===== src/hw/rv_core_pkg.sv =====
`default_nettype none

package rv_core_pkg;

  parameter int xlen = 32;

  typedef logic [xlen-1:0] word_t;
  typedef logic [4:0]      reg_addr_t;

  // major opcodes kept by the core
  typedef enum logic [6:0] {
    opc_op     = 7'b0110011,
    opc_op_imm = 7'b0010011,
    opc_lui    = 7'b0110111,
    opc_load   = 7'b0000011,
    opc_store  = 7'b0100011,
    opc_jal    = 7'b1101111,
    opc_jalr   = 7'b1100111,
    opc_branch = 7'b1100011
  } opcode_t;

  parameter logic [2:0] f3_add_sub = 3'b000;
  parameter logic [2:0] f3_sll     = 3'b001;
  parameter logic [2:0] f3_slt     = 3'b010;
  parameter logic [2:0] f3_xor     = 3'b100;
  parameter logic [2:0] f3_srl_sra = 3'b101;
  parameter logic [2:0] f3_or      = 3'b110;
  parameter logic [2:0] f3_and     = 3'b111;
  parameter logic [2:0] f3_beq     = 3'b000;
  parameter logic [2:0] f3_bne     = 3'b001;

  typedef enum logic [3:0] {
    alu_add,
    alu_sub,
    alu_and,
    alu_or,
    alu_xor,
    alu_sll,
    alu_srl,
    alu_sra,
    alu_slt,
    alu_pass_b
  } alu_op_t;

  typedef enum logic [1:0] {
    wb_alu,
    wb_mem,
    wb_link
  } wb_sel_t;

  typedef struct packed {
    logic [6:0] funct7;
    reg_addr_t  rs2;
    reg_addr_t  rs1;
    logic [2:0] funct3;
    reg_addr_t  rd;
    logic [6:0] opcode;
  } r_fmt_t;

  typedef struct packed {
    logic [11:0] imm_11_0;
    reg_addr_t   rs1;
    logic [2:0]  funct3;
    reg_addr_t   rd;
    logic [6:0]  opcode;
  } i_fmt_t;

  typedef struct packed {
    logic [6:0] imm_11_5;
    reg_addr_t  rs2;
    reg_addr_t  rs1;
    logic [2:0] funct3;
    logic [4:0] imm_4_0;
    logic [6:0] opcode;
  } s_fmt_t;

  typedef struct packed {
    logic       imm_12;
    logic [5:0] imm_10_5;
    reg_addr_t  rs2;
    reg_addr_t  rs1;
    logic [2:0] funct3;
    logic [3:0] imm_4_1;
    logic       imm_11;
    logic [6:0] opcode;
  } b_fmt_t;

  typedef struct packed {
    logic [19:0] imm_31_12;
    reg_addr_t   rd;
    logic [6:0]  opcode;
  } u_fmt_t;

  typedef struct packed {
    logic       imm_20;
    logic [9:0] imm_10_1;
    logic       imm_11;
    logic [7:0] imm_19_12;
    reg_addr_t  rd;
    logic [6:0] opcode;
  } j_fmt_t;

  // one fetched word, seen through every encoding format
  typedef union packed {
    r_fmt_t r;
    i_fmt_t i;
    s_fmt_t s;
    b_fmt_t b;
    u_fmt_t u;
    j_fmt_t j;
  } instr_t;

  typedef struct packed {
    alu_op_t alu_op;
    logic    use_imm;
    logic    reg_write;
    logic    mem_write;
    wb_sel_t wb_sel;
    logic    is_branch;
    logic    branch_on_equal;
    logic    is_jal;
    logic    is_jalr;
    word_t   imm;
  } ctrl_t;

  typedef struct packed {
    logic      valid;
    word_t     pc;
    word_t     instr;
    logic      rd_write;
    reg_addr_t rd;
    word_t     rd_data;
  } retire_t;

  typedef struct packed {
    logic  valid;
    word_t addr;
    word_t data;
  } store_t;

endpackage

`default_nettype wire


===== src/hw/decoder.sv =====
`timescale 1ns/1ns
`default_nettype none

module decoder (
  input  rv_core_pkg::instr_t instr,
  output rv_core_pkg::ctrl_t  ctrl
);
  import rv_core_pkg::*;

  logic [2:0] funct3;
  logic       funct7_5;
  logic       is_reg_op;
  logic       alu_ok;
  alu_op_t    alu_sel;
  word_t      imm_i;
  word_t      imm_s;
  word_t      imm_b;
  word_t      imm_u;
  word_t      imm_j;

  assign funct3    = instr.r.funct3;
  assign funct7_5  = instr.r.funct7[5];
  assign is_reg_op = (instr.r.opcode == opc_op);

  assign imm_i = {{20{instr.i.imm_11_0[11]}}, instr.i.imm_11_0};
  assign imm_s = {{20{instr.s.imm_11_5[6]}}, instr.s.imm_11_5, instr.s.imm_4_0};
  assign imm_b = {{20{instr.b.imm_12}}, instr.b.imm_11, instr.b.imm_10_5,
                  instr.b.imm_4_1, 1'b0};
  assign imm_u = {instr.u.imm_31_12, 12'b0};
  assign imm_j = {{12{instr.j.imm_20}}, instr.j.imm_19_12, instr.j.imm_11,
                  instr.j.imm_10_1, 1'b0};

  // funct decode shared by op and op_imm
  always_comb begin
    alu_ok  = 1'b1;
    alu_sel = alu_add;
    case (funct3)
      f3_add_sub: alu_sel = (is_reg_op && funct7_5) ? alu_sub : alu_add;
      f3_sll:     alu_sel = alu_sll;
      f3_xor:     alu_sel = alu_xor;
      f3_srl_sra: alu_sel = funct7_5 ? alu_sra : alu_srl;
      f3_or:      alu_sel = alu_or;
      f3_and:     alu_sel = alu_and;
      f3_slt: begin
        // slti is not supported
        alu_sel = alu_slt;
        alu_ok  = is_reg_op;
      end
      default:    alu_ok = 1'b0;
    endcase
  end

  always_comb begin
    ctrl        = '0;
    ctrl.alu_op = alu_add;
    ctrl.wb_sel = wb_alu;
    case (instr.r.opcode)
      opc_op: begin
        ctrl.alu_op    = alu_sel;
        ctrl.reg_write = alu_ok;
      end
      opc_op_imm: begin
        ctrl.alu_op    = alu_sel;
        ctrl.use_imm   = 1'b1;
        ctrl.reg_write = alu_ok;
        ctrl.imm       = imm_i;
      end
      opc_lui: begin
        ctrl.alu_op    = alu_pass_b;
        ctrl.use_imm   = 1'b1;
        ctrl.reg_write = 1'b1;
        ctrl.imm       = imm_u;
      end
      opc_load: begin
        ctrl.use_imm   = 1'b1;
        ctrl.reg_write = 1'b1;
        ctrl.wb_sel    = wb_mem;
        ctrl.imm       = imm_i;
      end
      opc_store: begin
        ctrl.use_imm   = 1'b1;
        ctrl.mem_write = 1'b1;
        ctrl.imm       = imm_s;
      end
      opc_jal: begin
        ctrl.is_jal    = 1'b1;
        ctrl.reg_write = 1'b1;
        ctrl.wb_sel    = wb_link;
        ctrl.imm       = imm_j;
      end
      opc_jalr: begin
        ctrl.is_jalr   = 1'b1;
        ctrl.reg_write = 1'b1;
        ctrl.wb_sel    = wb_link;
        ctrl.imm       = imm_i;
      end
      opc_branch: begin
        // only beq and bne, other conditions fall through as no-ops
        ctrl.is_branch       = (funct3 == f3_beq) || (funct3 == f3_bne);
        ctrl.branch_on_equal = (funct3 == f3_beq);
        ctrl.imm             = imm_b;
      end
      default: ;
    endcase
  end

endmodule

`default_nettype wire


===== config.mk =====
export PLATFORM = sky130hd
export DESIGN_NAME = decoder
export DESIGN_NICKNAME = d
export VERILOG_FILES = /design/src/hw/rv_core_pkg.sv /design/src/hw/decoder.sv
export SDC_FILE = /design/constraint.sdc
export NUM_CORES = 1
export LEC_CHECK = 0
export ABC_CLOCK_PERIOD_IN_PS = 1300
export BUFFER_PORTS_ARGS = -buffer_cell sky130_fd_sc_hd__buf_4
export CELL_PAD_IN_SITES_DETAIL_PLACEMENT = 0
export CELL_PAD_IN_SITES_GLOBAL_PLACEMENT = 1
export CORE_MARGIN = 5
export CORE_UTILIZATION = 21
export DETAILED_ROUTE_END_ITERATION = 10
export PLACE_DENSITY_LB_ADDON = 0.1
export SYNTH_ARGS = -nofsm -noshare
export SYNTH_HDL_FRONTEND = slang
export SYNTH_SLANG_ARGS = --single-unit

===== constraint.sdc =====
create_clock -name vclk -period 1.3
set_input_delay 0.195 -clock vclk [all_inputs]
set_output_delay 0.195 -clock vclk [all_outputs]
set_load 0.005 [all_outputs]

== Word-level counts from Yosys, hierarchy flattened ==
Cells that the tools add are included.
Cells by class
  add/subtract/negate cells: 0
  $mul: 0
  divide/modulo/power cells: 0
  magnitude comparators: 0
  equality and inequality tests: 14
  shifts and indexed selects: 0
  muxes and demuxes: 13
  bitwise operators: 0
  reduce and logical (&&, ||, !) cells: 9
Operator list (number)
  $pmux W32 S5: 1
  $pmux W4 S7: 1
  $eq A7 B6 Y1 const B: 3
  $eq A7 B7 Y1 const B: 3
  $eq A3 B3 Y1 const B: 4
  $pmux W4 S2: 1
  $reduce_or A4 Y1: 2
  $eq A7 B2 Y1 const B: 1
  $eq A7 B5 Y1 const B: 1
  $mux W1: 6
  $reduce_or A6 Y1: 1
  $pmux W1 S2: 2
  $pmux W2 S2: 1
  $reduce_or A2 Y1: 2
  $eq A3 B1 Y1 const B: 1
  $eq A3 B2 Y1 const B: 1
  $logic_not A3 Y1: 1
  $reduce_or A3 Y1: 1
  $mux W2: 1
  $logic_and A1 B1 Y1: 1
  $logic_or A1 B1 Y1: 1
Storage, ports and cells
  flip-flop bits (word level): 0
  latch bits: 0
  bits in writable memories: 0
  bits in read-only memories: 0
  input bits: 32
  logic and storage cells: 36
  memories kept: 0

== Logic depth before layout (Yosys ltp) ==
Gate-level depths: netlist of the first run.
  depth in word-level cells: 5
  gate-level depth with buffers: 6

== Worst setup path before layout of the first run ==
OpenSTA, ideal clock, no wires.
  path kind: input to output
  start point: input instr[6] (netlist name)
  end point: output ctrl[20] (netlist name)
  arrival time: 1.142 ns
  data required time: 1.105 ns
  path slack: -0.037 ns
  cell stages on the path: 6
  path buffers: 2
  cells stage by stage: buf_6 > mux2_2 > o22ai_4 > and2_4 > buf_8 > a21o_1
RTL lines
  start: declaration: RTL line decoder.sv:5  | input rv_core_pkg::instr_t instr,
  end: declaration: RTL line decoder.sv:6  | output rv_core_pkg::ctrl_t ctrl

==> results of run 1 <==
logic make-up (layout without fill, tap and decap cells):
kind of cell    Yosys count  in the layout  share of synthesized area, %
compound gates           38             38                         43.81
buf+inv                   7            106                         8.549
mux                       1              1                         1.571
simple gates             51             53                         46.08
area by class of cell:
cell class / count / area [µm²] / share of cell area (%)
Timing Repair Buffer: 105 / 884.6 / 49.79
Inverter: 1 / 3.754 / 0.2113
Tap cell: 46 / 57.56 / 3.239
Multi-Input combinational cell: 92 / 830.8 / 46.76
metrics by stage:
step / area [µm²] / cells / util, % / setup TNS [ns] / hold slack, ns
after floorplan: 724.4 / 97 / - / -0.2363 / 0.4135
after global placement: 1434 / 232 / 43.31 / -6.359 / 0.6545
after detailed placement: 1434 / 232 / 43.31 / -7.084 / 0.6584
after CTS: 1684 / 242 / 50.87 / -5.778 / 0.6575
after global routing: 1777 / 244 / 53.67 / -7.805 / 0.6739
final: 1777 / 244 / 53.67 / -5.529 / 0.6545
worst max-delay path: stages:
cell	delay [ns]
buf_8	0.09
nand4bb_4	0.25
buf_4	0.17
or3_4	0.35
nor3_4	0.11
buf_4	0.13
final timing paths:
kind                  start        to  slack [ns]  cells past startpoint
setup / recovery   instr[3]  ctrl[34]       -0.19                      6
hold / removal    instr[18]  ctrl[18]        0.65                      3
Yosys cell counts (2+ instances only):
library cell  count
nor2_1            8
nor3_2            2
nor3_1            5
and3b_1           2
and2b_1           2
a22o_1            4
a21o_1           19
buf_6             3
nand2b_1          3
and2_1            8
o21ai_0           3
nand2_1           9
power by group through the flow:
stage	Combinational [mW]	Sequential (mW)	Clock, mW
finish	0.348	0	0
global route	0.377	0	0
CTS	0.329	0	0
detailed placement	0.274	0	0
global placement	0.270	0	0
floorplan	0.109	0	0
metal layers:
metal | GRT usage, % | share of wire (%)
met3 | 1.970 | 11
met4 | 0 | 0
met1 | 16.94 | 38
met5 | 0 | 0
met2 | 28.49 | 51
what timing repair did:
action	CTS	global route
gates cloned	2	0
pin swaps	38	11
setup buffers	8	2
gates resized for setup	46	18
endpoints found under the setup margin	44	45
==> results.toml, run 1 <==
[grt]
grt_start_max_net_pins = 10
grt_overflow_total = 0
grt_pass1_vias = 1172
grt_pass1_wl_um = 5382
grt_util_all_layers_pct = 14.37
antenna_found_initial = 0

[timing]
rsz0062_at_grt = "yes"
slew_headroom_pct = 78.21
post-route-period-util_pct = 114.3
setup_viol = 42
finalHoldViolCount = 0
worstMarginPinSlew_ns = 0.3244
maxSlewViolCount = 0
timing.fmax_ghz = 0.6731
fin_crit_ns = 1.486
layout_setup_ws_ns = -0.1858

[drt]
ant_nets = 0
dr.first_iter.drc_count = 17
wl_per_cell_um = 13.87
post-route-drc-count = 0
num_vias = 1146
drt-vias-per-instance = 4.697
wl_um = 3384
first_pass_iters = 4

[status]
violations = "setup timing"
status = "finished, violations left"

[clocking]
ctsHoldBuffers = 0

[final_layout]
layout_commonest_cell = "buf_4"
drive_gt1_share_pct = 75.76
diodes = 0
seqCellArea_um2 = 0
clkbuf_count = 0
fillCellCount = 327
synthToLayoutAreaGrowth_pct = 147.8
nets = 232
seq_cell_count = 0
mostFrequentLayoutCells = "86 x buf_4, 19 x a21o_1, 15 x buf_6, 10 x and2_4, 7 x nand2_1"

[placement]
dpl.hpwl_um = 2634
dp_slack_ns = -0.2470
gp_congestion = 0.8747
io_buffers = 77

[die]
coreArea_um2 = 3311
die-area_um2 = 4683
die_x_um = 68.43
ios = 77
fp-row-count = 21
start_util_pct = 21.66
die_h_um = 68.43

[setup_path]
start_kind = "primary input"
endpoint_kind = "output port"
worstSetupPathType = "in2out"
arrival_ns = 1.29
crit_path_max_fanout = 4
cp.required_ns = 1.11

[logic_synthesis]
yosysWarnings = 0
ys_seq_area_share_pct = 0
yosys.cell_types.count = 41
syn_area_um2 = 716.9
synthTopCellsByArea = "a21o_1 20%, and2_1 7.0%, a22o_1 4.9%"
synth_top_area_cell = "a21o_1"
postSynthCellCount = 97
synth.top_cell.area_share_pct = 19.90
synth.avg_cell_area_um2 = 7.391
synth_nets = 129

[power]
totalPowerFinal_mw = 0.3479
p_int_mw = 0.2040
clock_power_share_pct = 0
p_switching_mw = 0.1440
p_per_area_nw_per_um2 = 195.8
p_sw_share_pct = 41.38
power_frac_seq_pct = 0
combPwrFrac_pct = 100.0
leakage_nw = 1.024
vdd_ir_drop_max_mv = 0.1022

[flow_run]
cap_violations = 0

[hold_path]
min_path_type = "in2out"
Note: power is estimated with default switching activity, not from simulation.
==> run 2: changes to the inputs <==
--- a/config.mk
+++ b/config.mk
@@ -5,12 +5,13 @@
 export SDC_FILE = /design/constraint.sdc
 export NUM_CORES = 1
 export LEC_CHECK = 0
-export ABC_CLOCK_PERIOD_IN_PS = 1300
+export ABC_AREA = 0
+export ABC_CLOCK_PERIOD_IN_PS = 1500
 export BUFFER_PORTS_ARGS = -buffer_cell sky130_fd_sc_hd__buf_4
 export CELL_PAD_IN_SITES_DETAIL_PLACEMENT = 0
 export CELL_PAD_IN_SITES_GLOBAL_PLACEMENT = 1
 export CORE_MARGIN = 5
-export CORE_UTILIZATION = 21
+export CORE_UTILIZATION = 23
 export DETAILED_ROUTE_END_ITERATION = 10
 export PLACE_DENSITY_LB_ADDON = 0.1
 export SYNTH_ARGS = -nofsm -noshare
==> constraint.sdc (replaced) <==
create_clock -name vclk -period 1.5
set_input_delay 0.225 -clock vclk [all_inputs]
set_output_delay 0.225 -clock vclk [all_outputs]
set_load 0.005 [all_outputs]
==> results.toml, run 2 (same netlist as run 1, synthesis figures left out) <==
[die]
die_h_um = 65.83
ios = 77
die-area_um2 = 4334
coreArea_um2 = 3028
die_x_um = 65.83
fp-row-count = 20
start_util_pct = 23.68

[setup_path]
crit_path_max_fanout = 4
endpoint_kind = "output port"
worstSetupPathType = "in2out"
cp.required_ns = 1.27
arrival_ns = 1.28
start_kind = "primary input"

[final_layout]
diodes = 0
clkbuf_count = 0
synthToLayoutAreaGrowth_pct = 120.2
layout_commonest_cell = "buf_4"
seq_cell_count = 0
nets = 226
seqCellArea_um2 = 0
mostFrequentLayoutCells = "93 x buf_4, 19 x a21o_1, 8 x and2_1, 6 x nand2_1, 5 x nor2_1"
drive_gt1_share_pct = 66.15

[timing]
setup_viol = 5
worstMarginPinSlew_ns = 0.3179
layout_setup_ws_ns = -0.007721
fin_crit_ns = 1.508
post-route-period-util_pct = 100.5
maxSlewViolCount = 0
slew_headroom_pct = 78.64
rsz0062_at_grt = "yes"
timing.fmax_ghz = 0.6633
finalHoldViolCount = 0
setup_tns_ns = -0.01592

[power]
totalPowerFinal_mw = 0.2642
leakage_nw = 0.9406
vdd_ir_drop_max_mv = 0.08951
p_per_area_nw_per_um2 = 167.3

[drt]
wl_um = 3050
first_pass_iters = 4
ant_nets = 0
drt-vias-per-instance = 4.648
post-route-drc-count = 0
wl_per_cell_um = 12.92
num_vias = 1097
dr.first_iter.drc_count = 28

[clocking]
ctsHoldBuffers = 0

[flow_run]
cap_violations = 0

[grt]
grt_util_all_layers_pct = 13.48
grt_pass1_vias = 1060
grt_overflow_total = 0
antenna_found_initial = 0
grt_pass1_wl_um = 4892
grt_start_max_net_pins = 13

[placement]
dpl.hpwl_um = 2523
gp_congestion = 0.7666
io_buffers = 77

[hold_path]
min_delay_worst_endpoint = "ctrl[15]"
min_path_type = "in2out"
hp-start = "instr[15]"
hold_depth = 3

[status]
status = "finished, violations left"
violations = "setup timing"
==> run 2: what timing repair did <==
action | 4_1_cts | 5_1_grt
pin swaps | 16 | 7
gates cloned | 1 | 0
setup endpoints to repair | 28 | 38
setup buffers | 5 | 1
resized for setup | 14 | 14
==> run 2: layout make-up <==
type                            instances  area (µm²)
Fill cell                             310        1449
Timing Repair Buffer                  100       793.3
Multi-Input combinational cell         91       726.9
Inverter                                1       3.754
Tap cell                               44       55.05
==> run 2: worst max path at each step <==
stage               startpoint  endpoint  cells past startpoint
global placement      instr[2]  ctrl[39]                      5
finish                instr[3]  ctrl[34]                      6
detailed placement    instr[4]  ctrl[13]                      7
global route          instr[3]  ctrl[27]                      7
CTS                   instr[3]  ctrl[39]                      5
floorplan             instr[6]  ctrl[20]                      6
==> run 2: per-stage QoR <==
stage,cells,hold slack [ns],setup WS [ns],cell area (µm²),utilization (%)
4_1_cts,235,0.7236,-0.05261,1528,50.45
2_1_floorplan,97,0.4735,0.1030,716.9,-
5_1_grt,236,0.7340,-0.06731,1579,52.15
6_report,236,0.7224,-0.007721,1579,52.15
3_5_place_dp,229,0.7157,-0.1131,1420,46.90
3_3_place_gp,229,0.7161,-0.1023,1420,46.90
==> run 2: routing by layer <==
metal / track usage, % / part of all wire (%)
met2: 27.53 / 52
met3: 2.041 / 9.0
met5: 0 / 0
met1: 15.17 / 39
met4: 0 / 0
==> run 2: report_power, final <==
part / switching [mW] / internal [mW] / total (mW)
Clock: 0 / 0 / 0
Sequential: 0 / 0 / 0
Combinational: 0.109 / 0.155 / 0.264
Total: 0.109 / 0.155 / 0.264
==> run 2: critical path, cell delays in order <==
cell and delay [ns]:
buf_8 0.10, nand4bb_4 0.23, buf_4 0.16, or3_4 0.34, nor3_2 0.10, buf_4 0.13
